<file path="src/common/mmioPkg.sv">
`default_nettype none

package mmioPkg;

	// CPU side bus
	localparam int ADDR_WIDTH = 13; // Word address from CPU
	localparam int DATA_WIDTH = 32; // Bus word

	// Address map fields
	localparam int REGION_BIT = 12; // Set selects coprocessor window
	localparam int SEL_LSB = 7; // Coprocessor select field start
	localparam int SEL_WIDTH = 5; // Bits 11..7
	localparam int SPEC_LSB = 2; // Register select field start
	localparam int SPEC_WIDTH = 5; // Bits 6..2

	// Coprocessor indices in the window
	localparam int COPROC_PLAYER1 = 0; // Player 1 physics
	localparam int COPROC_PLAYER2 = 1; // Player 2 physics
	localparam int COPROC_TIMER = 2; // Frame timer

	// Timer readable registers
	localparam int TIMER_REG_COUNT = 0; // Frame count

endpackage

`default_nettype wire

</file>
<file path="src/common/regBusIf.sv">
`default_nettype none

interface regBusIf import mmioPkg::*; ();

	logic coprocWrite; // One cycle write strobe into window
	logic [SEL_WIDTH-1:0] select; // Which coprocessor
	logic [SPEC_WIDTH-1:0] spec; // Which register
	logic [DATA_WIDTH-1:0] writeData; // Straight from CPU

	// Decoder side, write data comes from the top level
	modport master (
		output coprocWrite, select, spec
	);

	modport target (
		input coprocWrite, select, spec, writeData
	);

endinterface

`default_nettype wire

</file>
<file path="src/source/mmioDecoder.sv">
`default_nettype none

module mmioDecoder import mmioPkg::*; #(
	parameter int MEM_ADDR_BITS = 12
) (
	input wire logic clock,
	input wire logic reset,
	input wire logic [ADDR_WIDTH-1:0] address,
	input wire logic writeEn,
	output logic memWriteEn,
	output logic [MEM_ADDR_BITS-1:0] memAddress,
	input wire logic [DATA_WIDTH-1:0] memReadData,
	input wire logic [DATA_WIDTH-1:0] player1ReadData,
	input wire logic [DATA_WIDTH-1:0] player2ReadData,
	input wire logic [DATA_WIDTH-1:0] frameCount,
	regBusIf.master bus,
	output logic [DATA_WIDTH-1:0] readData
);

	logic inWindow; // Current access hits coprocessors
	logic [SEL_WIDTH-1:0] coprocSelect;
	logic [SPEC_WIDTH-1:0] coprocSpec;
	logic [DATA_WIDTH-1:0] coprocNext; // Readback before register
	logic windowQ; // Region of last access
	logic [DATA_WIDTH-1:0] coprocQ; // Aligned with memory read

	assign inWindow = address[REGION_BIT];
	assign coprocSelect = address[SEL_LSB +: SEL_WIDTH];
	assign coprocSpec = address[SPEC_LSB +: SPEC_WIDTH];

	// Memory side
	assign memWriteEn = writeEn & ~inWindow;
	assign memAddress = address[MEM_ADDR_BITS-1:0];

	// Coprocessor side
	assign bus.coprocWrite = writeEn & inWindow;
	assign bus.select = coprocSelect;
	assign bus.spec = coprocSpec;

	always_comb begin
		case (coprocSelect)
			SEL_WIDTH'(COPROC_PLAYER1): coprocNext = player1ReadData;
			SEL_WIDTH'(COPROC_PLAYER2): coprocNext = player2ReadData;
			SEL_WIDTH'(COPROC_TIMER): begin
				coprocNext = (coprocSpec == SPEC_WIDTH'(TIMER_REG_COUNT)) ? frameCount : '0;
			end
			default: coprocNext = '0; // Unused slots read zero
		endcase
	end

	// Reset points the output at the cleared coprocessor word
	// so readData is zero before any memory read happens
	always_ff @(posedge clock) begin
		if (reset) begin
			windowQ <= 1'b1;
			coprocQ <= '0;
		end else begin
			windowQ <= inWindow;
			coprocQ <= coprocNext;
		end
	end

	assign readData = windowQ ? coprocQ : memReadData; // One cycle latency

endmodule

`default_nettype wire

</file>
<file path="src/flat_wrapper.sv">
// flat-port wrapper written by rule: the top's interface ports become plain ports
module mmioDecoder_flat import mmioPkg::*;
#(
	parameter int MEM_ADDR_BITS = 12
)
  (clock, reset, address, writeEn, memWriteEn, memAddress, memReadData, player1ReadData, player2ReadData, frameCount, readData, bus_coprocWrite, bus_select, bus_spec);
  regBusIf bus_i ();
  input wire logic clock;
  input wire logic reset;
  input wire logic [ADDR_WIDTH-1:0] address;
  input wire logic writeEn;
  output logic memWriteEn;
  output logic [MEM_ADDR_BITS-1:0] memAddress;
  input wire logic [DATA_WIDTH-1:0] memReadData;
  input wire logic [DATA_WIDTH-1:0] player1ReadData;
  input wire logic [DATA_WIDTH-1:0] player2ReadData;
  input wire logic [DATA_WIDTH-1:0] frameCount;
  output logic [DATA_WIDTH-1:0] readData;
  output wire logic [$bits(bus_i.coprocWrite)-1:0] bus_coprocWrite;
  output wire logic [$bits(bus_i.select)-1:0] bus_select;
  output wire logic [$bits(bus_i.spec)-1:0] bus_spec;
  assign bus_coprocWrite = bus_i.coprocWrite;
  assign bus_select = bus_i.select;
  assign bus_spec = bus_i.spec;
  mmioDecoder #(.MEM_ADDR_BITS(MEM_ADDR_BITS)) u_core (.clock(clock), .reset(reset), .address(address), .writeEn(writeEn), .memWriteEn(memWriteEn), .memAddress(memAddress), .memReadData(memReadData), .player1ReadData(player1ReadData), .player2ReadData(player2ReadData), .frameCount(frameCount), .bus(bus_i), .readData(readData));
endmodule
</file>
<file path="config.mk">
export PLATFORM = sky130hd
export DESIGN_NAME = mmioDecoder_flat
export DESIGN_NICKNAME = d
export VERILOG_FILES = /design/src/common/mmioPkg.sv /design/src/common/regBusIf.sv /design/src/source/mmioDecoder.sv /design/src/flat_wrapper.sv
export SDC_FILE = /design/constraint.sdc
export NUM_CORES = 1
export LEC_CHECK = 0
export ABC_AREA = 1
export ABC_CLOCK_PERIOD_IN_PS = 1500
export BUFFER_PORTS_ARGS = -buffer_cell sky130_fd_sc_hd__buf_2
export CAP_MARGIN = 20
export CORE_MARGIN = 1.5
export CORE_UTILIZATION = 43
export CTS_CLUSTER_DIAMETER = 200
export CTS_CLUSTER_SIZE = 14
export DETAILED_ROUTE_END_ITERATION = 8
export HOLD_SLACK_MARGIN = 0.02
export PLACE_DENSITY = 0.88
export SLEW_MARGIN = 0
export SYNTH_ARGS = -nofsm -noshare
export SYNTH_HDL_FRONTEND = slang
export SYNTH_SLANG_ARGS = --single-unit
</file>
<file path="constraint.sdc">
create_clock -name clock -period 1.5 [get_ports clock]
set_input_delay 0 -clock clock [delete_from_list [all_inputs] [get_ports clock]]
set_output_delay 0 -clock clock [all_outputs]
set_load 0.05 [all_outputs]
</file>
; ---- After elaboration in Yosys (flattened, before gate mapping)
; Index checks and enable logic that the tools add are counted.
; W data, S select, Z words.
[word_totals]
reg_bits = 33
[op_classes]
mux = 3
n_reduce_logical = 2
bitwise = 3
eq_ne = 2
[ops]
columns = operator, n
row1 = $pmux W32 S3, 1
row2 = $mux W32, 2
row3 = $logic_not A5 Y1, 2
row4 = $eq A5 B1 Y1 const B, 1
row5 = $eq A5 B2 Y1 const B, 1
row6 = $and A1 B1 Y1, 2
row7 = $not A1 Y1, 1

; ---- Depth between registers and ports, before layout
[logic_depth]
depth_word = 3
ltp_mapped = 7
ltp_nobuf = 6

; ---- Least setup slack after synthesis
; OpenSTA, ideal clock, no wires.
[synth_timing]
path_kind = register to output
start = register u_core.windowQ
end = output port readData[4]
stages_incl_launch_ff = 4
n_path_buf = 2
slack_ns = 0.289
arrival_ns = 1.211
path_cell_list = dfxtp_1 -> clkbuf_1 -> buf_2 -> mux2_1
[synth_via]
elab_chain_cells = 1
[synth_lines]
columns = element, line
row1 = "start, declared", mmioDecoder.sv:24  ; logic windowQ;
row2 = "start signal, assigned", mmioDecoder.sv:58  ; windowQ <= inWindow;
row3 = $mux W32, mmioDecoder.sv:63  ; assign readData = windowQ ? coprocQ : memReadData;
row4 = "end, declared", flat_wrapper.sv:18  ; output logic [DATA_WIDTH-1:0] readData;
; No other way between the ends.

; ---- Worst setup path after layout
[layout_timing]
start = register u_core.windowQ
end = output port readData[17]
; Same word-level chain as after synthesis.

==> results.md <==
* Run status: finished, final reports clean
* DIE AREA at 6455 um^2
* Internal Power at 1.766 mW
* CTS tree: done
* Maximum clock rate at 707.2 MHz
* Sequential area share after synthesis at 25.68%
* CTS Root Cell: clkbuf_8
* TritonRoute pass-1 iters at 5
* Final setup vio count at 0
* Max Cap Viol at 0
* I/O Buffers at 195
* H-Tree Level Count at 2
* # fillers at 450
* Layout Area Growth over Synthesis at 50.97%
* Final Hold Viols at 0
* IO Pins at 200
* Syn Inst Count at between 300 and 400
* Sequential power share at around a third
* Antenna Nets Post-Route at 0
* Mapped Area at around 2600 um^2
* Maximum clock insertion buffer count at 2
* Drt via density at 5.302
* Initial antenna violation count at 1
* Routed len/inst at between 15 and 20 um
* Fin crit share at 94.27%
* Fin nets at 670
* Fin cells at 600
* Largest net degree at the start of global routing at 40
* Starting Density at 45.60%
* P_sw at 0.8784 mW
* Hold crit path type: in2reg
* Netlist cell types at 23
* Avg Inst Size Synth at 7.772 um^2
* Peak supply drop at 0.4042 mV
* Startpoint types: register
* Static leakage at 1.945 nW
* Wire length of the first global-routing pass at 13.83 mm
* DRT iter0 DRCs at 249
* Fraction of layout cells with a size suffix above 1 at a little under three fifths
* Max transition margin at 61.20%
* Max-slew violations at 0
* Async SR Flop Fraction at 0%
* WP buf/inv at 2
* Total number of vias at roughly 3.2k
* EDFF count, synth at 0
* Combinational Power Share at approximately a third
* Final WL at 9.551 mm
* # DRC at 0
* Detailed Place HPWL at 6.568 mm
* Multi-input combinational cell area at 1404 um^2
* Critical Path, Cell by Cell: clkbuf_16 -> mux2_2 -> buf_2
* Fin crit period at around 1400 ps
* Core area at ~5600 um^2
* Pwr Density at about 680 nW/um^2
* Die width at 80.35 um
* CP max-delay cell: dfxtp_2
* Die Ht at around 80 um
* Register area at between 600 and 700 um^2
* Arrival time at the worst endpoint at 1410 ps
* All-layer global routing usage at ~28%
* Crit path max-delay family: buffers and inverters
* Warning count from the yosys run at 0
* CP peak stage delay at 380 ps
* CP Capture Type: primary output
* Clk sinks at 33
* Congestion Overflow GR at 0
* Switching Fraction at ~33%
* Worst-path maximum fanout at 16
* GP Congestion at 0.8849
* CP Class: reg2out
* Clk pwr share at 32.6%
* CTS clk-pin slew, worst paths at approximately 70 ps
* Primary FF master, synth: dfxtp_1
* Clock buffers created by TritonCTS at 5
* Row count at 27
* Synthesized net count at 475
* Hold_ws at 82.93 ps
* Postcts setup bufs at 0
* Slew at the pin closest to its max-slew limit at 582.1 ps
* Total Neg Setup Slack at 0 ps
* Yosys reg bits at 33
* Placed insts at 555
* RSZ-0062 raised after global routing: no
* Vias in the first global route at about 3.0k
* Data required time at the worst endpoint at 1500 ps
## final cells by class
class	count	area share, %
Multi-Input combinational cell	205	36.15
Clock inverter	1	0.7732
Inverter	38	3.673
Sequential cell	33	17.04
Clock buffer	7	2.223
Antenna cell	1	0.06443
Timing Repair Buffer	243	37.76
Tap cell	72	2.320
## routing by layer
layer,wire [um],share of wire [%],vias to the layer above,global-route usage (%)
li1,-,-,1516,-
met1,3418,36,1436,29.34
met2,5116,54,196,53.70
met3,686,7.2,33,4.886
met4,330,3.5,0,12.76
met5,0,0,-,0
## tightest hold or removal path, cell delays in order
cell,delay [ps]
buf_2,100
nand4_1,70
nand2_1,50
inv_1,40
a21oi_1,50
## path summary, 6_finish.rpt
path / from / end / slack, ps / depth (start not counted)
max: u_core.windowQ$_SDFF_PP1_ / readData[17] / 90 / 3
min: player1ReadData[15] / u_core.coprocQ[15]$_SDFF_PP0_ / 80 / 5
## per-stage QoR
step	setup slack [ps]	total power [mW]	area (um^2)	utilization (%)
floorplan	289.5	1.450	2572	-
global placement	328.9	1.680	3388	60.06
global route	44.81	2.749	3884	68.84
finish	85.92	2.644	3884	68.84
detailed placement	244.7	1.693	3388	60.06
CTS	59.86	2.628	3845	68.15
## placed cells by master (no fill, tap or decap), types with 2 or more instances in the layout
cell           netlist  layout
nand3_2             10      10
a21oi_2             16      16
nor2_2               2       2
mux2_2              30      30
inv_1               23      23
mux2_1               2       2
dfxtp_1             33      32
buf_2               13     195
inv_2               15      15
a21oi_1             16      16
buf_4               31      10
buf_12               0       2
dlygate4sd3_1        0      35
clkbuf_8             0       6
nand2_1             36      36
nor2_1               3       2
nor2_4               1       2
nand4_1             64      64
nand3_1             22      22
## state kept, by name (all words and copies together), names as in the netlist
name	count
u_core.coprocQ	32
u_core.windowQ	1
## power groups by stage
| stage | registers, mW | logic (mW) | clock network [mW] |
|---|---|---|---|
| floorplan | 0.909 | 0.541 | 0 |
| global placement | 0.911 | 0.768 | 0 |
| global route | 0.893 | 0.937 | 0.919 |
| detailed placement | 0.912 | 0.781 | 0 |
| finish | 0.894 | 0.889 | 0.861 |
| CTS | 0.892 | 0.863 | 0.874 |
## Yosys cell counts, types with 3 or more instances
library cell,instances,area [um^2]
a21oi_2,16,140.1
nand3_1,22,110.1
mux2_2,30,337.8
buf_4,31,232.7
nand4_1,64,400.4
a21oi_1,16,80.08
inv_2,15,56.30
inv_1,23,86.33
nand3_2,10,100.1
buf_6,3,33.78
clkbuf_1,5,18.77
dfxtp_1,33,660.6
buf_2,13,65.06
nand2_1,36,135.1
nor2_1,3,11.26
## logic make-up after synthesis
logic type,synth area share (%)
and+or+nand+nor,31.71
buffers and inverters,20.04
DFF,25.68
AOI/OAI and AO/OA,8.560
muxes,14.01
## what timing repair did
item | in CTS | in global routing
resized for setup | 0 | 1
hold buffers | 34 | 1
setup endpoints to repair | 0 | 3
hold endpoints to repair | 34 | 1
No activity file was read; power rests on OpenSTA's default activity.
