--- src/common/mmioPkg.sv ---
`default_nettype none

package mmioPkg;

	// CPU side bus
	localparam int ADDR_WIDTH = 13; // Word address from CPU
	localparam int DATA_WIDTH = 32; // Bus word

	// Address map fields
	localparam int REGION_BIT = 12; // Set selects coprocessor window
	localparam int SEL_LSB = 7; // Coprocessor select field start
	localparam int SEL_WIDTH = 5; // Bits 11..7
	localparam int SPEC_LSB = 2; // Register select field start
	localparam int SPEC_WIDTH = 5; // Bits 6..2

	// Coprocessor indices in the window
	localparam int COPROC_PLAYER1 = 0; // Player 1 physics
	localparam int COPROC_PLAYER2 = 1; // Player 2 physics
	localparam int COPROC_TIMER = 2; // Frame timer

	// Timer readable registers
	localparam int TIMER_REG_COUNT = 0; // Frame count

endpackage

`default_nettype wire

--- src/physics/frameTimer.sv ---
`default_nettype none

module frameTimer import mmioPkg::*; #(
	parameter int FRAME_CYCLES = 1000
) (
	input wire logic clock,
	input wire logic reset,
	output logic framePulse,
	output logic [DATA_WIDTH-1:0] frameCount
);

	localparam int COUNT_BITS = $clog2(FRAME_CYCLES); // Holds 0 .. FRAME_CYCLES-1

	logic [COUNT_BITS-1:0] cycleCount;
	logic atWrap;

	assign atWrap = (cycleCount == COUNT_BITS'(FRAME_CYCLES - 1));

	always_ff @(posedge clock) begin
		if (reset) begin
			cycleCount <= '0;
			framePulse <= 1'b0;
			frameCount <= '0;
		end else begin
			cycleCount <= atWrap ? '0 : cycleCount + 1'b1;
			framePulse <= atWrap; // Single cycle per frame
			if (atWrap) begin
				frameCount <= frameCount + 1'b1; // Same edge as pulse
			end
		end
	end

endmodule

`default_nettype wire

--- config.mk ---
export PLATFORM = sky130hd
export DESIGN_NAME = frameTimer
export DESIGN_NICKNAME = d
export VERILOG_FILES = /design/src/common/mmioPkg.sv /design/src/physics/frameTimer.sv
export SDC_FILE = /design/constraint.sdc
export NUM_CORES = 1
export LEC_CHECK = 0
export BUFFER_PORTS_ARGS = -buffer_cell sky130_fd_sc_hd__buf_2
export CORE_UTILIZATION = 40
export DETAILED_ROUTE_END_ITERATION = 7
export GPL_ROUTABILITY_DRIVEN = 1
export PLACE_DENSITY = 0.65
export SYNTH_ARGS = -nofsm -noshare
export SYNTH_HDL_FRONTEND = slang
export SYNTH_SLANG_ARGS = --single-unit
--- constraint.sdc ---
create_clock -name clock -period 2.1 [get_ports clock]
set_input_delay 0.525 -clock clock [delete_from_list [all_inputs] [get_ports clock]]
set_output_delay 0.525 -clock clock [all_outputs]
set_load 0.01 [all_outputs]
[Word-level counts from Yosys, hierarchy flattened]
Index checks and enable logic that the tools add are counted.
Word-level totals
  bits in registers: 43
  input port bits: 2
  output and inout port bits: 33
  word-level logic and storage cells: 7
Operators by class
  $add $sub $neg: 2
  equal/unequal tests: 1
  reduce and logical (&&, ||, !) cells: 1
Operators with widths (count)
  32-bit by 1-bit adder with 32-bit output (second input constant): 1
  10-bit by 1-bit adder with 10-bit output (second input constant): 1
  10-bit equality test (second input constant): 1
  2-bit OR reduction: 1

[Depth between registers and ports, before layout]
Gate-level depths: netlist of the first run.
  depth in word-level cells: 2
  gate-level depth with buffers: 6
  mapped depth without buffers: 5

[Worst setup path before layout of the first run]
Ideal clock, no wire load.
  kind: reg2reg
  start: reg cycleCount[0]
  end: reg frameCount[31]
  library setup time: 0.123 ns
  arrival time: 1.745 ns
  required time: 1.977 ns
  path slack: 0.232 ns
  stages on the path, launching flop included: 7
  buffers on the path: 1
  period minus slack after synthesis: 1.868 ns
  path through: dfxtp_1 > ha_1 > and3_1 > nand4_2 > buf_6 > nor4_1 > mux2_1
On the way
  cells in the longest elaborated chain, start to end: 1
Ends and longest elaborated chain
  from (decl): line frameTimer.sv:14  | logic [COUNT_BITS-1:0] cycleCount;
  from (signal assigned): line frameTimer.sv:25  | cycleCount <= atWrap ? '0 : cycleCount + 1'b1;
  10-bit equality test: line frameTimer.sv:17  | assign atWrap = (cycleCount == COUNT_BITS'(FRAME_CYCLES - 1));
  to (signal assigned): line frameTimer.sv:28  | frameCount <= frameCount + 1'b1;
  to (decl): line frameTimer.sv:9  | output logic [DATA_WIDTH-1:0] frameCount
Every way passes these cells.
A chain may end at the register's enable or synchronous reset.

[Worst setup path after layout of the first run]
  start: reg cycleCount[4]
  end: reg frameCount[29]
The elaborated chain is that of the path after synthesis.

==> metrics, run 1 <==
Worst EP required=2.29 ns; crit path max fanout=21; CP Launch Type=register; met1 WL=2210 um; die height=74.2 um; # DRC=0; post-synthesis adder-cell area fraction=1.20%; RePlAce Congestion=0.721; First-pass DRT Iterations=4; Hold Path Class=register to register; Final ANT Viol Nets=0; CTS root buf=clkbuf_8; TNS Setup=0 ns; metal3 WL=220 um; CP max stage delay=0.39 ns; Slew Limit Fails=0; hold buffer count at cts=0; number of flops mapped to enable cells by yosys=0; final setup margin=0.194 ns; Worst Tran Pin Value=0.356 ns; DP Worst Slack=0.200 ns; WL final=4370 um; Yosys reg bits=43; Crit-path slowest cell=and4bb_2; RSZ-0062 raised after global routing=false; overall routing resource usage=17.0%; Avg Inst Size Synth=8.69 sq um; max layer used=met4; post-CTS sizing=0; crit path capture type=register; crit path DAT=2.09 ns; Tot Pwr=1530 uW; CP Cell Sequence=and4bb_2 > nand4_2 > buf_4 > nor4_1 > mux2_1; port bufs=34; # Max-Cap Violations=0; Peak supply drop=0.252 mV; layout net count=281; Synth Warn #=0; Clk Latency, worst-skew pair=0.30 ns; layout cell share with drive strength beyond 1=24.1%; Mapped Nets=244; post-synthesis simple-gate area fraction=34.0%; crit share post-route=90.8%; Async SR Flop Fraction=0%; Initial Util=42.7%; Placement Rows=25; mux share of post-synthesis cell area=8.04%; Core ar.=4880 sq um; synth-to-layout area growth=18.3%; critical path's top delay family=simple AND/OR/NAND/NOR gates; initial antenna violation count=0; Final setup viols=0; Post-Synth XOR/XNOR Area=4.62%; number of DRC markers in iteration 0=72; Tmin final=1.91 ns; CTS Buffer Depth=2; Remaining Overflow, GRT=0; post-DR vias/cell=5.24; post-synthesis sequential area ratio=41.3%; Ant. Diodes=0; largest family of logic cells by synthesized area=simple AND/OR/NAND/NOR gates; status=complete, no violations; dominant synthesized flop cell=dfxtp_1; H-tree level count=2; Clock transition at path regs=0.09 ns; Leak=0.00101 uW; Post-Syn Area=2080 sq um; HPWL Detailed=3030 um; worst-case clock skew=0.0132 ns; DR WL/cell=12.7 um; Mapped Cells=240; pwr dens=620 nW/um^2; number of global-route vias before repair=1,572; IO Pins=35; global-route wire length before repair=7170 um; clk sink count=43; routed via count=1,809; largest net degree at the start of global routing=50; post-synth cell types=33; die area=5500 sq um; CTS tree=built; Hold Violations, Final=0; Buf/Inv on CP=1; WL met2=1880 um; Post-CTS Setup Repair Bufs=0; Die W=74.2 um; compound-gate portion of the synthesized area=7.32%; type of the worst setup path=register to register; Num CTS Buffers=5; fmax=525 MHz; fillcell total=484; Slew headroom=76.3%
[cell usage after synthesis, types with 3 or more instances]
master	count	area share, %
a21oi_1	14	3.4
nor2_1	33	5.9
nand4_1	6	1.8
and2_1	3	0.90
and3_1	5	1.5
or4_1	5	1.8
nand3_1	11	2.6
dfxtp_1	43	41
nand2_1	11	2.0
nand4_2	4	2.4
or3_1	9	2.7
inv_1	7	1.3
o21ai_0	9	2.2
nor3_1	6	1.4
xor2_1	5	2.1
o31ai_1	5	1.8
xnor2_1	6	2.5
and4_1	7	2.9
clkbuf_1	7	1.3
nor2b_1	12	3.6
nor4_1	7	2.1
mux2_2	12	6.5
[sequential cells by signal, summed over array words and instances (netlist names)]
register and count:
frameCount 32, cycleCount 10, framePulse 1
[final cells by class]
cell class | instances | area, sq um | share of cell area [%]
clock inverters | 2 | 35.0 | 1.42
inverters | 7 | 26.3 | 1.07
flip-flops and latches | 43 | 861 | 34.9
well taps | 67 | 83.8 | 3.40
multi-input cells | 180 | 1150 | 46.6
repair buffers | 40 | 228 | 9.23
clock buffers | 6 | 82.6 | 3.35
[logic make-up after synthesis]
family	count (synthesis)
muxes	15
and+or+nand+nor	124
xor gates and xnor gates	11
DFF	43
adders and majority gates	2
AOI/OAI and AO/OA	28
buffers and inverters	17
[where the power goes]
| group | internal [uW] | total [uW] | leakage (uW) | switching [uW] |
|---|---|---|---|---|
| combinational | 12.9 | 38.1 | 0.000601 | 25.2 |
| sequential | 819 | 825 | 0.000347 | 5.25 |
| clock | 385 | 667 | 0.0000612 | 282 |
[worst register-to-register path, cell delays in order (launching register included)]
cell and delay, ns:
dfxtp_1 0.34, and4bb_2 0.39, nand4_2 0.10, buf_4 0.22, nor4_1 0.38, mux2_1 0.37
[cell usage in the layout, fill, tap and decap left out, drive strengths merged, types with 8 or more instances in the layout]
cell type   n
nor4        8
o21ai       9
nand4      10
buf        40
nand2      12
nand3      11
mux2       14
nor2       33
or3         9
dfxtp      43
a21oi      14
nor2b      12
[stage by stage]
step / utilization, % / instances / hold WS (ns) / area, sq um
3_5_place_dp: 48.1 / 337 / 0.450 / 2350
4_1_cts: 50.5 / 345 / 0.466 / 2470
6_report: 50.5 / 345 / 0.461 / 2470
2_1_floorplan: - / 240 / 0.426 / 2080
3_3_place_gp: 48.1 / 337 / 0.443 / 2350
5_1_grt: 50.5 / 345 / 0.492 / 2470
[worst paths after layout]
kind                            start                          end  slack (ns)  depth (start not counted)
min          cycleCount[0]$_SDFF_PP0_     cycleCount[0]$_SDFF_PP0_        0.46                          1
min reg2reg  cycleCount[0]$_SDFF_PP0_     cycleCount[0]$_SDFF_PP0_        0.46                          1
max          cycleCount[4]$_SDFF_PP0_  frameCount[29]$_SDFFE_PP0P_        0.19                          5
max reg2reg  cycleCount[4]$_SDFF_PP0_  frameCount[29]$_SDFFE_PP0P_        0.19                          5
[metal layers]
layer | global-route usage [%] | vias up
met5 | 0 | -
met4 | 5.77 | 0
met3 | 4.61 | 5
met2 | 26.5 | 42
met1 | 22.6 | 834
li1 | - | 928
Power figures use the tool's default switching activity.
==> run 2: changes to the inputs <==
- PLACE_DENSITY: 0.65 -> 0.71
==> metrics, run 2 (synthesized netlist as in run 1, its figures left out) <==
status=complete, no violations; die area=5500 sq um (unchanged); clk sink count=43 (unchanged); final setup margin=0.137 ns (-0.0576 ns); Final setup viols=0 (unchanged); Num CTS Buffers=5 (unchanged); Remaining Overflow, GRT=0 (unchanged); DR WL/cell=12.1 um (-4.1%); Peak supply drop=0.386 mV (+53%); met2 usage=26.2% (-0.30 points); most frequent cells in the layout=dfxtp_1, buf_2, nor2_1, a21oi_1; # DRC=0 (unchanged); worst-case clock skew=0.00708 ns (-0.00610 ns); post-CTS sizing=0 (unchanged); overall routing resource usage=16.3% (-0.64 points); combinational power share=2.7% (+0.2 points); Hold Path Class=register to register; area of the multi-input gates=1150 sq um (unchanged); number of global-route vias before repair=1,556 (-1.0%); Worst Tran Pin Value=0.345 ns (-0.0113 ns); Post-CTS Setup Repair Bufs=0 (unchanged); IO Pins=35 (unchanged); DP Worst Slack=0.148 ns (-0.0519 ns); layout cell share with drive strength beyond 1=24.9% (+0.81 points); crit share post-route=93.5% (+2.7 points); Reg power frac=54.4% (+0.5 points); initial antenna violation count=0 (unchanged); Placement Rows=25 (unchanged); CTS Buffer Depth=2 (unchanged); CTS tree=built; CP Launch Type=register; RePlAce Congestion=0.782 (+8.4%); Clock Power Share=42.8% (-0.8 points); FF+latch area=861 sq um (unchanged); Leak=0.00102 uW (+0.73%); final core occ=50.6% (+0.10 points); # Max-Cap Violations=0 (unchanged); First-pass DRT Iterations=4 (unchanged); Worst EP required=2.29 ns (about the same); layout net count=284 (+1.1%); fmax=509 MHz (-2.9%); Final ANT Viol Nets=0 (unchanged); Internal Power=1190 uW (-2.4%); die height=74.2 um (unchanged); commonest non-fill, non-tap cell in the layout=dfxtp_1; post-DR vias/cell=5.25 (+0.12%); hold buffer count at cts=0 (unchanged); fillcell total=497 (+2.7%); TNS Setup=0 ns (unchanged); port bufs=34 (unchanged); Tmin final=1.96 ns (+0.0576 ns); Hold Violations, Final=0 (unchanged); max reg flops=32 (unchanged); type of the worst setup path=register to register; Biggest register=frameCount; Die W=74.2 um (unchanged); Clk Latency, worst-skew pair=0.29 ns (about the same); H-tree level count=2 (unchanged); Largest regs=frameCount (32), cycleCount (10), framePulse (1); HPWL Detailed=3080 um (+1.6%); number of DRC markers in iteration 0=84 (+17%); met1 usage=21.8% (-0.81 points); crit path DAT=2.15 ns (+0.06 ns); CTS root buf=clkbuf_8; pwr dens=612 nW/um^2 (-1.4%); largest net degree at the start of global routing=22 (-56%); Slew Limit Fails=0 (unchanged); synth-to-layout area growth=18.5%; crit path max fanout=8 (-62%); Switching Fraction=21.4% (+0.99 points); routing usage on met3=3.66% (-0.95 points); global-route wire length before repair=7000 um (-2.4%); Clock transition at path regs=0.09 ns (about the same); Ant. Diodes=0 (unchanged); RSZ-0062 raised after global routing=false; Psw=324 uW (+3.6%); Initial Util=42.7% (unchanged); WL final=4230 um (-3.3%); crit path capture type=register; routed via count=1,827 (+1.0%); Core ar.=4880 sq um (unchanged); grt peak-use layer=met2; Slew headroom=76.8% (+0.54 points)
==> run 2: area by class of cell <==
cell class | instances | share of cell area [%]
Multi-Input combinational cell | 180 | 46.5
Sequential cell | 43 | 34.8
Timing Repair Buffer | 43 | 9.62
Tap cell | 67 | 3.39
Clock buffer | 5 | 2.78
Clock inverter | 3 | 1.77
Inverter | 7 | 1.06
==> run 2: final timing paths <==
| kind | startpoint | end | slack, ns | depth (start not counted) |
|---|---|---|---|---|
| worst max-delay path | frameCount[0]$_SDFFE_PP0P_ | frameCount[28]$_SDFFE_PP0P_ | 0.14 | 5 |
| worst min-delay path | cycleCount[0]$_SDFF_PP0_ | cycleCount[0]$_SDFF_PP0_ | 0.46 | 1 |
| worst max register to register | frameCount[0]$_SDFFE_PP0P_ | frameCount[28]$_SDFFE_PP0P_ | 0.14 | 5 |
| worst min register to register | cycleCount[0]$_SDFF_PP0_ | cycleCount[0]$_SDFF_PP0_ | 0.46 | 1 |
==> run 2: power by group through the flow <==
| stage | Clock, uW | Combinational, uW | Sequential (uW) |
|---|---|---|---|
| finish | 647 | 41.3 | 823 |
| global route | 708 | 46.5 | 824 |
| CTS | 662 | 41.9 | 823 |
| detailed placement | 0 | 41.9 | 842 |
| global placement | 0 | 40.7 | 842 |
| floorplan | 0 | 26.9 | 842 |
==> run 2: per-layer routing <==
metal | up-vias | part of all wire [%]
met5 | - | 0
met4 | 0 | 0.90
met3 | 7 | 3.2
met2 | 31 | 46
met1 | 844 | 50
li1 | 945 | -
==> run 2: critical path, stage by stage (launching register included) <==
cell and delay (ns):
dfxtp_1 0.39, ha_1 0.22, and4_1 0.21, nand4_2 0.24, nor4_1 0.42, mux2_2 0.37
==> run 2: metrics by stage <==
| step | cell area, sq um | total power [uW] | hold WS [ns] | cells |
|---|---|---|---|---|
| finish | 2470 | 1510 | 0.465 | 348 |
| global placement | 2360 | 883 | 0.440 | 340 |
| global route | 2470 | 1580 | 0.513 | 348 |
| CTS | 2470 | 1530 | 0.469 | 348 |
| detailed placement | 2360 | 884 | 0.448 | 340 |
| floorplan | 2080 | 869 | 0.426 | 240 |
