### config.mk
export PLATFORM = sky130hd
export DESIGN_NAME = physicsCore_flat
export DESIGN_NICKNAME = d
export VERILOG_FILES = /design/src/common/mmioPkg.sv /design/src/common/physicsPkg.sv /design/src/common/regBusIf.sv /design/src/physics/physicsCore.sv /design/src/flat_wrapper.sv
export SDC_FILE = /design/constraint.sdc
export NUM_CORES = 1
export LEC_CHECK = 0
export BUFFER_PORTS_ARGS = -buffer_cell sky130_fd_sc_hd__buf_4
export CAP_MARGIN = 0
export CORE_ASPECT_RATIO = 1.25
export CORE_UTILIZATION = 48
export DETAILED_ROUTE_END_ITERATION = 8
export HOLD_SLACK_MARGIN = 0.02
export PLACE_DENSITY = 0.69
export SYNTH_ARGS = -nofsm -noshare
export SYNTH_HDL_FRONTEND = slang
export SYNTH_SLANG_ARGS = --single-unit
### constraint.sdc
create_clock -name clock -period 2.7 [get_ports clock]
set_input_delay 0.27 -clock clock [delete_from_list [all_inputs] [get_ports clock]]
set_output_delay 0.27 -clock clock [all_outputs]
set_load 0.02 [all_outputs]
### src/common/mmioPkg.sv
`default_nettype none

package mmioPkg;

	// CPU side bus
	localparam int ADDR_WIDTH = 13; // Word address from CPU
	localparam int DATA_WIDTH = 32; // Bus word

	// Address map fields
	localparam int REGION_BIT = 12; // Set selects coprocessor window
	localparam int SEL_LSB = 7; // Coprocessor select field start
	localparam int SEL_WIDTH = 5; // Bits 11..7
	localparam int SPEC_LSB = 2; // Register select field start
	localparam int SPEC_WIDTH = 5; // Bits 6..2

	// Coprocessor indices in the window
	localparam int COPROC_PLAYER1 = 0; // Player 1 physics
	localparam int COPROC_PLAYER2 = 1; // Player 2 physics
	localparam int COPROC_TIMER = 2; // Frame timer

	// Timer readable registers
	localparam int TIMER_REG_COUNT = 0; // Frame count

endpackage

`default_nettype wire

### src/common/physicsPkg.sv
`default_nettype none

package physicsPkg;

	// Coordinates and velocities
	localparam int COORD_WIDTH = 16; // Per axis, signed
	typedef logic signed [COORD_WIDTH-1:0] coordT;

	// Write registers of a physics core
	localparam int REG_GRAVITY = 0; // Added to vy in force phase
	localparam int REG_WIND = 1; // Added to vx in force phase
	localparam int REG_START = 2; // {x,y} load, clears motion
	localparam int REG_FLOOR = 3; // Lowest y allowed
	localparam int REG_CONTROL = 4; // Bit 0 freeze, bits 15..8 push

	// Read registers of a physics core
	localparam int RD_POSITION = 0; // {x,y}
	localparam int RD_VELOCITY = 1; // {vx,vy}
	localparam int RD_STEPS = 2; // Completed steps

	// Phases of one physics step
	typedef enum logic [1:0] {
		phaseIdle,
		phaseForce,
		phaseMove,
		phaseClamp
	} stepPhaseT;

endpackage

`default_nettype wire

### src/common/regBusIf.sv
`default_nettype none

interface regBusIf import mmioPkg::*; ();

	logic coprocWrite; // One cycle write strobe into window
	logic [SEL_WIDTH-1:0] select; // Which coprocessor
	logic [SPEC_WIDTH-1:0] spec; // Which register
	logic [DATA_WIDTH-1:0] writeData; // Straight from CPU

	// Decoder side, write data comes from the top level
	modport master (
		output coprocWrite, select, spec
	);

	modport target (
		input coprocWrite, select, spec, writeData
	);

endinterface

`default_nettype wire

### src/physics/physicsCore.sv
`default_nettype none

module physicsCore import mmioPkg::*, physicsPkg::*; #(
	parameter int PLAYER_INDEX = 0
) (
	input wire logic clock,
	input wire logic reset,
	regBusIf.target bus,
	input wire stepPhaseT phase,
	output logic [DATA_WIDTH-1:0] coreReadData
);

	coordT gravity, wind, floorLevel; // Per frame settings
	logic [COORD_WIDTH-1:0] control; // Freeze and push byte
	coordT posX, posY;
	coordT velX, velY;
	logic active; // Core joined the current step
	logic [DATA_WIDTH-1:0] stepCount;

	logic regWrite; // Write aimed at this core
	logic startLoad;
	logic frozen;
	coordT push; // Signed control byte

	assign regWrite = bus.coprocWrite && (bus.select == SEL_WIDTH'(PLAYER_INDEX));
	assign startLoad = regWrite && (bus.spec == SPEC_WIDTH'(REG_START));
	assign frozen = control[0];
	assign push = coordT'(signed'(control[15:8])); // Sign extend

	// Settings registers
	always_ff @(posedge clock) begin
		if (reset) begin
			gravity <= '0;
			wind <= '0;
			floorLevel <= '0;
			control <= COORD_WIDTH'(1); // Frozen out of reset
		end else if (regWrite) begin
			case (bus.spec)
				SPEC_WIDTH'(REG_GRAVITY): gravity <= bus.writeData[COORD_WIDTH-1:0];
				SPEC_WIDTH'(REG_WIND): wind <= bus.writeData[COORD_WIDTH-1:0];
				SPEC_WIDTH'(REG_FLOOR): floorLevel <= bus.writeData[COORD_WIDTH-1:0];
				SPEC_WIDTH'(REG_CONTROL): control <= bus.writeData[COORD_WIDTH-1:0];
				default: ; // Start handled with motion state
			endcase
		end
	end

	// Motion state, start load wins over any phase
	always_ff @(posedge clock) begin
		if (reset) begin
			posX <= '0;
			posY <= '0;
			velX <= '0;
			velY <= '0;
			active <= 1'b0;
			stepCount <= '0;
		end else if (startLoad) begin
			posX <= bus.writeData[2*COORD_WIDTH-1:COORD_WIDTH]; // x upper half
			posY <= bus.writeData[COORD_WIDTH-1:0];
			velX <= '0;
			velY <= '0;
			active <= 1'b0; // Abandon a step in flight
			stepCount <= '0;
		end else begin
			case (phase)
				phaseForce: begin
					active <= ~frozen; // Freeze sampled here only
					if (!frozen) begin
						velX <= velX + wind + push;
						velY <= velY + gravity;
					end
				end
				phaseMove: begin
					if (active) begin
						posX <= posX + velX;
						posY <= posY + velY;
					end
				end
				phaseClamp: begin
					if (active) begin
						if (posY >= floorLevel) begin // Signed compare
							posY <= floorLevel;
							velY <= '0; // Landed
						end
						stepCount <= stepCount + 1'b1;
					end
					active <= 1'b0;
				end
				default: ; // Idle holds state
			endcase
		end
	end

	// Readback, decoder picks by select
	always_comb begin
		case (bus.spec)
			SPEC_WIDTH'(RD_POSITION): coreReadData = {posX, posY};
			SPEC_WIDTH'(RD_VELOCITY): coreReadData = {velX, velY};
			SPEC_WIDTH'(RD_STEPS): coreReadData = stepCount;
			default: coreReadData = '0;
		endcase
	end

endmodule

`default_nettype wire

### src/flat_wrapper.sv
// flat-port wrapper written by rule: the top's interface ports become plain ports
module physicsCore_flat import mmioPkg::*, physicsPkg::*;
#(
	parameter int PLAYER_INDEX = 0
)
  (clock, reset, phase, coreReadData, bus_coprocWrite, bus_select, bus_spec, bus_writeData);
  regBusIf bus_i ();
  input wire logic clock;
  input wire logic reset;
  input wire stepPhaseT phase;
  output logic [DATA_WIDTH-1:0] coreReadData;
  input wire logic [$bits(bus_i.coprocWrite)-1:0] bus_coprocWrite;
  input wire logic [$bits(bus_i.select)-1:0] bus_select;
  input wire logic [$bits(bus_i.spec)-1:0] bus_spec;
  input wire logic [$bits(bus_i.writeData)-1:0] bus_writeData;
  assign bus_i.coprocWrite = bus_coprocWrite;
  assign bus_i.select = bus_select;
  assign bus_i.spec = bus_spec;
  assign bus_i.writeData = bus_writeData;
  physicsCore #(.PLAYER_INDEX(PLAYER_INDEX)) u_core (.clock(clock), .reset(reset), .bus(bus_i), .phase(phase), .coreReadData(coreReadData));
endmodule
**Word-level counts from Yosys, hierarchy flattened**

Cells that the tools add are included.

- Bits in writable memories: 0
- Output and inout port bits: 32
- Latch bits: 0
- Memories: 0
- Input bits: 47
- Memory bits (read-only): 0
- Bits in registers: 161
- Word-level logic and storage cells: 63

- Bitwise gates (word level): 1
- Multiply operators: 0
- Eq/ne operators: 13
- $add $sub $neg: 6
- Muxes and demuxes: 14
- Reductions and logical operators: 18
- $lt $le $gt $ge: 1
- Div/mod/pow operators: 0
- Shift operators: 0

Operator list:

| operator | count |
|---|---|
| 2-to-1 mux 16 bit | 10 |
| one-hot mux 32 bit (3 select lines) | 1 |
| adder 16 bit | 4 |
| one-hot mux 16 bit (2 select lines) | 2 |
| adder 32 x 1 -> 32 bit, second input constant | 1 |
| adder 16 x 8 -> 16 bit | 1 |
| greater-or-equal comparator 16 bit | 1 |
| AND reduction 2 bit | 7 |
| equality test 5 x 2 -> 1 bit, second input constant | 2 |
| logical NOT 5 bit | 2 |
| != test 3 x 1 -> 1 bit, second input constant | 3 |
| AND reduction 4 bit | 2 |
| nonzero test 2 bit | 3 |
| equality test 5 x 1 -> 1 bit, second input constant | 1 |
| equality test 5 x 3 -> 1 bit, second input constant | 1 |
| equality test 2 bit, second input constant | 2 |
| != test 2 x 1 -> 1 bit, second input constant | 2 |
| nonzero test 3 bit | 1 |
| equality test 2 x 1 -> 1 bit, second input constant | 1 |
| logical AND 1 bit | 2 |
| != test 2 bit, second input constant | 1 |
| one-hot mux 1 bit (2 select lines) | 1 |
| OR reduction 2 bit | 1 |
| inverter 1 bit | 1 |

**Depth between registers and ports, before layout**

Gate-level depths: netlist of the first run.

- Word-level depth: 5
- Depth in mapped cells: 13
- Depth with buffers taken out: 13

**Worst setup path before layout of the first run**

No wires, ideal clock.

- Path type: flip-flop to flip-flop
- Start: register u_core.velX[1]
- End: register u_core.velX[15]
- Cell stages (with the launch flop): 12
- Data required time: 2630 ps
- Arrival time: 2836 ps
- Setup slack: -207 ps
- Cells stage by stage: dfxtp_1 > fa_1 > ha_1 > fa_1 > a211oi_1 > nor2_1 > o211ai_1 > nand3_1 > a41oi_1 > xnor2_1 > or3_1 > a21oi_1

- Cells in the longest elaborated chain, start to end: 2

RTL lines:

| element | RTL line | RTL |
|---|---|---|
| start: declaration | physicsCore.sv:16 | `coordT velX, velY;` |
| start signal: assignment | physicsCore.sv:69 | `velX <= velX + wind + push;` |
| adder 16 bit | physicsCore.sv:69 |  |
| adder 16 x 8 -> 16 bit | physicsCore.sv:69 |  |

Every way passes these cells.
A chain may end at the register's enable or synchronous reset.

**Worst setup path in the final report of the first run**

- Start: register u_core.wind[1]
- End: register u_core.velX[15]

- Cells in the longest elaborated chain, start to end: 2

RTL lines:

| element | RTL line | RTL |
|---|---|---|
| start: declaration | physicsCore.sv:13 | `coordT gravity, wind, floorLevel;` |
| start signal: assignment | physicsCore.sv:40 | `SPEC_WIDTH'(REG_WIND): wind <= bus.writeData[COORD_WIDTH-1:0];` |
| adder 16 bit | physicsCore.sv:69 |  |
| adder 16 x 8 -> 16 bit | physicsCore.sv:69 |  |

Every way passes these cells.

==> metrics.md, run 1 <==
| Metric | Value |
|---|---|
| Critical path arrival | `around 3.2 ns` |
| Die ar. | `~0.022 mm²` |
| Synth top area cells | `dfxtp_1, ha_1, a21oi_1` |
| Top cell type's share of synthesized area | `0.2998` |
| Via density | `approximately 5.7` |
| Die Y-Extent | `between 150 and 200 µm` |
| Initial antenna violation count | `0` |
| Area of the multi-input gates | `between 0.006 and 0.007 mm²` |
| Pint | `3.726 mW` |
| Setup CP Type | `reg -> reg` |
| CTS max path bufs | `2` |
| HPWL Detailed | `approximately 23000 µm` |
| Least-Margin Pin Slew | `0.7351 ns` |
| Data required, critical path | `about 3.1 ns` |
| Top Family by Delay on Critical Path | `adder cells` |
| Cell Pwr Density | `approximately 400 mW/mm²` |
| Area grow syn2layout | `18.82%` |
| WL/cell | `about 18 µm` |
| DP Worst Slack | `-0.1541 ns` |
| Ys async rst share | `0` |
| Post-Synthesis Cells | `1315` |
| Gr ovfl total | `0` |
| Standard-cell row count | `59` |
| Die Wd | `approximately 130 µm` |
| Max Slew Vio Count | `0` |
| Largest net degree at the start of global routing | `42` |
| Final ANT Viol Nets | `0` |
| Syn_nets | `between 1000 and 1500` |
| Via Count | `9800` |
| Setup Skew | `0.01198 ns` |
| Min-Delay Path Class | `in -> reg` |
| Buffers added on ports | `78` |
| Combinational share of power | `0.047` |
| Max IR drop VDD | `around 0.45 mV` |
| Yosys cell types | `72` |
| Crit-path max cell delay | `~0.48 ns` |
| Sw frac | `0.2350` |
| Max-capacitance violation count | `0` |
| Commonest non-fill, non-tap cells in the layout | `nand2_1, nor2_1, a21oi_1, dfxtp_1, buf_4` |
| Clock latency on the worst-skew pair | `0.43 ns` |
| Synth Warn # | `0` |
| Share of cells above drive strength 1 | `0.1614` |
| Initial DRC Count | `590` |
| CP endpoint kind | `flop` |
| #FFs+latches synth | `154` |
| Net switching power | `1.145 mW` |
| First-pass GRT wire length | `approximately 48000 µm` |
| # DRC | `0` |
| Slew HR | `0.5088` |
| RSZ-0062 raised after global routing | `true` |
| Outcome | `complete, but fails checks` |
| Total GRT Usage | `0.2837` |
| # setup viols final | `2` |
| Critical path's slowest cell | `fa_1` |
| IO Pins | `79` |
| Clock Sinks | `154` |
| Fmax | `356.0 MHz` |
| Core area | `approximately 0.021 mm²` |
| Register Area | `around 0.0031 mm²` |
| Diodes inserted | `0` |
| Worst path cell trace | `fa_1 -> ha_2 -> fa_2 -> a211oi_2 -> nor2_2 -> o211ai_1 -> nand3_1 -> a41oi_2 -> xnor2_1 -> or3_1 -> a21oi_1` |
| Crit start category | `flop` |
| Syn Area/Cell | `roughly 7.8 µm²` |
| Clock-pin slew on the worst setup and hold paths | `~0.06 ns` |
| Drt pass-1 iters | `5` |
| Worst-path maximum fanout | `2` |
| Clock Power Share | `0.486` |
| Tmin final | `2.809 ns` |
| Pleak | `a little over 5 nW` |
| CTS buffer count | `17` |
| Leading cell type in the layout, fill and taps excluded | `nand2_1` |
| Hold Buf Count CTS | `0` |
| Initial Utilization | `0.4922` |
| CTS tree | `done` |
| CTS H-tree lvls | `4` |
| Yosys top cell by area | `dfxtp_1` |
| Clock root cell | `clkbuf_16` |
| Power, Total | `approximately 4.9 mW` |
| Fill cells | `between 1500 and 2000` |
| Buf+Inv Stages, Crit Path | `0` |
| Sequential Power Share | `0.467` |
| Setup ws final | `-0.1087 ns` |
| Final period util | `1.040` |
| Post-synth EDFFs | `0` |
| Nets | `1560` |
| Vias in the first global route | `between 9000 and 10000` |
| Sequential-to-total area share from yosys stat | `0.2998` |
| Final WL | `between 30000 and 40000 µm` |
| Failing checks | `negative setup slack` |
| Most used DFF post-synth | `dfxtp_1` |
| Placer congestion estimate | `~0.95` |
| Cell Area, Synth | `0.01028 mm²` |
| Final Hold Vio Count | `0` |
==> what timing repair did <==
action,in CTS,in global routing
gates resized for setup,9,26
cloned,0,1
hold endpoints to repair,0,0
pin swaps,5,18
endpoints found under the setup margin,6,19
setup buffers,2,5
==> worst reg2reg max path: stages (launching register included) <==
cell      delay [ns]
dfxtp_2         0.33
fa_1            0.48
ha_2            0.21
fa_2            0.38
a211oi_2        0.22
nor2_2          0.07
o211ai_1        0.21
nand3_1         0.14
a41oi_2         0.16
xnor2_1         0.10
or3_1           0.32
a21oi_1         0.14
==> state kept, by name, indices dropped and copies added (netlist names), 9 cells and up <==
signal and count:
u_core.gravity 16, u_core.control 9, u_core.posY 16, u_core.velY 16
u_core.velX 16, u_core.floorLevel 16, u_core.posX 16, u_core.wind 16
u_core.stepCount 32
==> synthesized netlist by cell type (all sizes together), types with 6 or more instances <==
library cell / n
a211oi: 16
a21o: 15
a21oi: 149
a22oi: 17
a31oi: 11
and2: 10
and3: 21
buf: 23
clkbuf: 41
dfxtp: 154
fa: 19
ha: 76
inv: 40
mux2i: 47
nand2: 187
nand3: 34
nand4: 12
nor2: 185
nor2b: 10
nor3: 22
o211ai: 23
o21a: 6
o21ai: 46
or3: 12
xnor2: 43
xor2: 27
==> stage by stage <==
| step | util | TNS, ns | std cells | cell area [µm²] | hold slack, ns |
|---|---|---|---|---|---|
| 2_1_floorplan | - | 0 | 1315 | 10310 | 0.3786 |
| 3_3_place_gp | 0.5481 | -0.1974 | 1665 | 11450 | 0.4396 |
| 3_5_place_dp | 0.5481 | -0.4045 | 1665 | 11450 | 0.4437 |
| 4_1_cts | 0.5780 | -0.2238 | 1699 | 12080 | 0.04114 |
| 5_1_grt | 0.5849 | -0.5983 | 1705 | 12220 | 0.06210 |
| 6_report | 0.5849 | -0.1242 | 1705 | 12220 | 0.05924 |
==> layout make-up <==
| cell class | instances | area share |
|---|---|---|
| Clock inverter | 12 | 0.01003 |
| Timing Repair Buffer | 148 | 0.09472 |
| Tap cell | 274 | 0.02806 |
| Sequential cell | 154 | 0.2530 |
| Multi-Input combinational cell | 1057 | 0.5653 |
| Inverter | 40 | 0.01229 |
| Clock buffer | 20 | 0.03656 |
==> metal layers <==
| metal | vias up | global-route usage | routed length [µm] |
|---|---|---|---|
| met2 | 323 | 0.4956 | 15520 |
| met3 | 94 | 0.04040 | 1441 |
| li1 | 4812 | - | - |
| met5 | - | 0 | 0 |
| met1 | 4571 | 0.3345 | 12730 |
| met4 | 0 | 0.1469 | 1577 |
==> worst paths after layout <==
kind                                           start              endpoint  slack [ns]  cells past startpoint
worst max-delay path                  u_core.wind[1]       u_core.velX[15]       -0.11                     11
worst min-delay path               bus_writeData[28]       u_core.posX[12]        0.06                      3
worst max register to register        u_core.wind[1]       u_core.velX[15]       -0.11                     11
worst min register to register  u_core.floorLevel[5]  u_core.floorLevel[5]        0.45                      2
==> cells by family (layout without fill, tap and decap cells) <==
logic type,Yosys count,in the layout,share of synthesized area
AO/OA/AOI/OAI,324,324,0.1941
multiplexers,47,47,0.04575
AND/OR/NAND/NOR,521,521,0.2296
flip-flops,154,154,0.2998
buffers and inverters,104,220,0.04173
XOR/XNOR,70,70,0.05962
adder cells (fa/ha/maj),95,95,0.1295
==> power groups by stage <==
stage	clock network, mW	logic (mW)	registers (mW)
floorplan	0	0.0971	2.32
global placement	0	0.226	2.32
detailed placement	0	0.226	2.32
CTS	2.39	0.226	2.27
global route	2.50	0.239	2.27
finish	2.37	0.230	2.27
Power figures use the tool's default switching activity.
==> inputs of run 2 (changes only) <==
Settings changed: BUFFER_PORTS_ARGS -buffer_cell sky130_fd_sc_hd__buf_4 to unset, DONT_BUFFER_PORTS set to 1, PLACE_DENSITY 0.69 to 0.65.
==> run 2 against run 1 <==
The flow still finishes with violations (negative setup slack). Wire length increased by 1.3%. Via count decreased by 1.4%. Global-route usage increased by 0.64 points. Maximum frequency decreased by 1.5%. Cell area decreased by 1.3%. Sequential power about the same. Critical endpoint unchanged.
==> metrics.md, run 2 (same netlist as run 1, synthesis figures left out) <==
| Metric | Value |
|---|---|
| WL/cell | `19.01 µm` |
| Area of the multi-input gates | `~0.0069 mm²` |
| Max Slew Vio Count | `0` |
| Least-Margin Pin Slew | `about 0.6 ns` |
| Largest net degree at the start of global routing | `between 70 and 80` |
| Final ANT Viol Nets | `0` |
| CTS tree | `done` |
| Worst path cell trace | `fa_1 -> ha_2 -> fa_2 -> a211oi_2 -> nor2_2 -> o211ai_1 -> nand3_1 -> a41oi_2 -> xnor2_1 -> or3_1 -> a21oi_1` |
| Clock Sinks | `154` |
| Core area | `between 0.02 and 0.025 mm²` |
| DP Worst Slack | `-0.1951 ns` |
| First-pass GRT wire length | `just under 50000 µm` |
| Standard-cell row count | `59` |
| CP endpoint kind | `flop` |
| Final period util | `1.057` |
| CTS max path bufs | `2` |
| # DRC | `0` |
| Post-DP Area | `approximately 0.011 mm²` |
| Vias in the first global route | `between 9000 and 10000` |
| Crit-path max cell delay | `between 0.4 and 0.5 ns` |
| Final WL | `between 30000 and 40000 µm` |
| Outcome | `complete, but fails checks` |
| Share of cells above drive strength 1 | `0.1209` |
| Power, Total | `between 4 and 5 mW` |
| Final Util | `0.5771` |
| Setup slack, reg-to-reg | `-0.15 ns` |
| HPWL Detailed | `about 22000 µm` |
| Max-capacitance violation count | `0` |
| Final Hold Vio Count | `0` |
| CTS H-tree lvls | `4` |
| Setup ws final | `-0.1529 ns` |
| Area grow syn2layout | `17.24%` |
| CTS buffer count | `17` |
| Max IR drop VDD | `~0.45 mV` |
| Gr ovfl total | `0` |
| Nets | `roughly 1500` |
| Initial antenna violation count | `1` |
| Die Y-Extent | `between 150 and 200 µm` |
| Clock latency on the worst-skew pair | `0.44 ns` |
| Crit start category | `flop` |
| IO Pins | `79` |
| Fmax | `around 350 MHz` |
| Placer congestion estimate | `just over 0.9` |
| Via Count | `around 9700` |
| Drt pass-1 iters | `5` |
| Tmin final | `about 2.9 ns` |
| Clock root cell | `clkbuf_16` |
| Total GRT Usage | `0.2900` |
| # setup viols final | `1` |
| Cell Pwr Density | `about 400 mW/mm²` |
| Fin cells | `roughly 1700` |
| Largest Register | `u_core.stepCount` |
| Worst-path maximum fanout | `2` |
| RSZ-0062 raised after global routing | `true` |
| Data required, critical path | `roughly 3.1 ns` |
| Die Wd | `about 130 µm` |
| Initial Utilization | `0.4922` |
| Setup Skew | `between 0.009 and 0.01 ns` |
| Buffers added on ports | `0` |
| Leading cell type in the layout, fill and taps excluded | `nand2_1` |
| Min-Delay Path Class | `in -> reg` |
| Critical path's slowest cell | `fa_1` |
| Top Family by Delay on Critical Path | `adder cells` |
| Critical path arrival | `~3.2 ns` |
| Failing checks | `negative setup slack` |
| Design area | `between 0.01 and 0.015 mm²` |
| Initial DRC Count | `~710` |
| Buf+Inv Stages, Crit Path | `0` |
| Max reg flops | `32` |
| Setup CP Type | `reg -> reg` |
| Clock-pin slew on the worst setup and hold paths | `around 0.060 ns` |
| Commonest non-fill, non-tap cells in the layout | `nand2_1, nor2_1, dfxtp_1` |
| Die ar. | `approximately 0.022 mm²` |
| Pleak | `slightly below 5 nW` |
| Slew HR | `0.5977` |
| Fill cells | `1971` |
| Via density | `just under 6` |
| Register Area | `between 0.003 and 0.004 mm²` |
| Placed Cells | `approximately 1600` |
-- run 2: final cells by class --
type	instances	area share
multi-input combinational	1057	0.5752
antenna	1	0.0002076
inverter	40	0.01245
sequential	154	0.2562
timing repair buffer	107	0.07939
clock buffer	21	0.03819
clock inverter	11	0.009859
tap	274	0.02843
-- run 2: worst paths after layout --
check	start	end	cells past startpoint
max	u_core.velX[1]	u_core.velX[15]	11
min	bus_writeData[23]	u_core.posX[7]	2
max reg2reg	u_core.velX[1]	u_core.velX[15]	11
min reg2reg	u_core.floorLevel[5]	u_core.floorLevel[5]	2
-- run 2: what timing repair did --
item	CTS	global route
gates resized for setup	7	36
hold buffers	31	0
setup buffers	1	5
gates cloned	0	1
endpoints found under the setup margin	6	16
hold endpoints to repair	89	0
pin swaps	11	23
-- run 2: metal layers --
metal,track usage,share of wire
met1,0.3399,0.41
met2,0.4983,0.49
met5,0,0
met4,0.1654,0.054
met3,0.04683,0.040
-- run 2: metrics by stage --
step	hold WS, ns	TNS (ns)
2_1_floorplan	0.3786	0
3_3_place_gp	0.3508	-0.3076
3_5_place_dp	0.3496	-0.5545
4_1_cts	0.02340	-0.1896
5_1_grt	0.03356	-0.6151
6_report	0.02530	-0.1529
-- run 2: power breakdown --
| part | total, mW | leakage, nW | switching (mW) | internal, mW |
|---|---|---|---|---|
| registers | 2.27 | 1.24 | 0.000607 | 2.27 |
| clock network | 2.41 | 0.275 | 1.01 | 1.40 |
| logic | 0.180 | 3.36 | 0.117 | 0.0625 |
| total | 4.86 | 4.88 | 1.12 | 3.74 |
==> inputs of run 3 (changes only) <==
Settings changed: RECOVER_POWER set to 25.
==> run 3 against run 2 <==
Cell area fell by 0.32%. Worst setup slack improved by 0.0021 ns. The run still ends with negative setup slack left. Highest routed layer unchanged. Utilization fell by 0.19 points. Clock-buffer cell count did not move. Non-clock buffer count did not move. Die area did not move. Maximum frequency barely moved. First-iteration DRC count fell by 6.8%. Clock skew rose by 0.00085 ns. Largest cell class unchanged. Register-to-register slack barely moved. Final cell count did not move. Sequential cell count did not move.
==> metrics.md, run 3 (same netlist as run 1, synthesis figures left out) <==
| Metric | Value |
|---|---|
| Post-DP Area | `between 0.01 and 0.015 mm²` |
| Failing checks | `negative setup slack` |
| Setup Skew | `0.01049 ns` |
| Gr ovfl total | `0` |
| Initial antenna violation count | `1` |
| Max-capacitance violation count | `0` |
| Reg-to-Reg Start | `u_core.velX[1]` |
| WL/cell | `~19 µm` |
| Tmin final | `around 2.9 ns` |
| Outcome | `complete, but fails checks` |
| Die Wd | `around 130 µm` |
| Cell Pwr Density | `404.4 mW/mm²` |
| Slew HR | `0.2919` |
| Die Y-Extent | `between 150 and 200 µm` |
| Critical path arrival | `about 3.2 ns` |
| Least-Margin Pin Slew | `approximately 1.1 ns` |
| Min-Delay Path Class | `in -> reg` |
| IO Pins | `slightly below 80` |
| Fin cells | `between 1500 and 2000` |
| Worst-path maximum fanout | `2` |
| RSZ-0062 raised after global routing | `true` |
| # setup viols final | `1` |
| Largest Register | `u_core.stepCount` |
| Max IR drop VDD | `approximately 0.45 mV` |
| Core area | `0.02089 mm²` |
| CTS H-tree lvls | `4` |
| Final period util | `1.056` |
| Max reg flops | `32` |
| CTS tree | `done` |
| Initial Utilization | `0.4922` |
| Clock latency on the worst-skew pair | `roughly 0.44 ns` |
| Largest net degree at the start of global routing | `just under 80` |
| Final Hold Vio Count | `0` |
| Clock Sinks | `~150` |
| Buffers added on ports | `0` |
| Crit start category | `flop` |
| Placer congestion estimate | `0.9142` |
| Share of cells above drive strength 1 | `0.1158` |
| Hold Crit Start | `bus_writeData[23]` |
| Final WL | `31620 µm` |
| Leading cell type in the layout, fill and taps excluded | `nand2_1` |
| CTS max path bufs | `2` |
| Die ar. | `0.02202 mm²` |
| CP endpoint kind | `flop` |
| Crit path from | `u_core.velX[1]` |
| Via Count | `~9700` |
| Setup ws final | `-0.1508 ns` |
| Drt pass-1 iters | `5` |
| Vias in the first global route | `~9400` |
| Nets | `1519` |
| Total GRT Usage | `0.2900` |
| Design area | `0.01202 mm²` |
| Max Slew Vio Count | `0` |
| CTS buffer count | `17` |
| Fmax | `about 350 MHz` |
| Standard-cell row count | `59` |
| Data required, critical path | `3.07 ns` |
| Setup CP Type | `reg -> reg` |
| HPWL Detailed | `around 22000 µm` |
| Via density | `just under 6` |
| Area grow syn2layout | `16.86%` |
| Initial DRC Count | `657` |
| Placed Cells | `1594` |
| # DRC | `0` |
| Clock-pin slew on the worst setup and hold paths | `about 0.07 ns` |
| First-pass GRT wire length | `around 49000 µm` |
| Final ANT Viol Nets | `0` |
| Pleak | `approximately 4.9 nW` |
| Clock root cell | `clkbuf_16` |
| Commonest non-fill, non-tap cells in the layout | `nand2_1, nor2_1, dfxtp_1` |
run 3: path summary, 6_finish.rpt:
check / to / slack, ns / cells past startpoint
hold reg to reg: u_core.floorLevel[11] / 0.45 / 2
hold / removal: u_core.posX[7] / 0.03 / 2
setup / recovery: u_core.velX[15] / -0.15 / 11
setup reg to reg: u_core.velX[15] / -0.15 / 11
run 3: metal layers:
metal  GRT usage  wire length (µm)  vias up
met3     0.04683              1368       92
met4      0.1654              1715        0
met5           0                 0        -
met2      0.4983             15600      274
met1      0.3399             12930     4574
li1            -                 -     4727
run 3: layout make-up:
class	count	area [µm²]
clock inverters	11	118.9
fillers	1976	8874
inverters	40	150.1
repair buffers	107	938.4
well taps	274	342.8
clock buffers	21	460.4
diodes	1	2.502
multi-input cells	1057	6915
flip-flops and latches	154	3089
run 3: report_power, final:
group / switching [mW] / leakage (nW) / internal, mW / total [mW]
Combinational: 0.116 / 3.34 / 0.0623 / 0.179
Sequential: 0.000614 / 1.24 / 2.27 / 2.27
Clock: 1.00 / 0.275 / 1.40 / 2.41
Total: 1.12 / 4.86 / 3.74 / 4.86
run 3: through the flow:
step / hold WS (ns) / util / power [mW] / setup TNS [ns] / setup WS (ns)
finish: 0.02528 / 0.5753 / 4.860 / -0.1508 / -0.1508
global route: 0.03356 / 0.5751 / 4.983 / -0.6151 / -0.2771
CTS: 0.02340 / 0.5685 / 4.881 / -0.1896 / -0.1896
detailed placement: 0.3496 / 0.5232 / 2.413 / -0.5545 / -0.1951
global placement: 0.3508 / 0.5232 / 2.412 / -0.3076 / -0.1304
floorplan: 0.3786 / - / 2.420 / 0 / 0.0008649
run 3: critical path, cell delays in order (launching register included):
cell and delay, ns:
dfxtp_2 0.33, fa_1 0.48, ha_2 0.21, fa_2 0.36, a211oi_2 0.25, nor2_2 0.07
o211ai_1 0.23, nand3_1 0.16, a41oi_2 0.17, xnor2_1 0.09, or3_1 0.30, a21oi_1 0.12
run 3: timing repair:
| item | in CTS | in global routing |
|---|---|---|
| pin swaps | 11 | 23 |
| setup buffers | 1 | 5 |
| hold buffers | 31 | 0 |
| cloned | 0 | 1 |
| setup endpoints to repair | 6 | 16 |
| hold endpoints to repair | 89 | 0 |
| resized for setup | 7 | 36 |
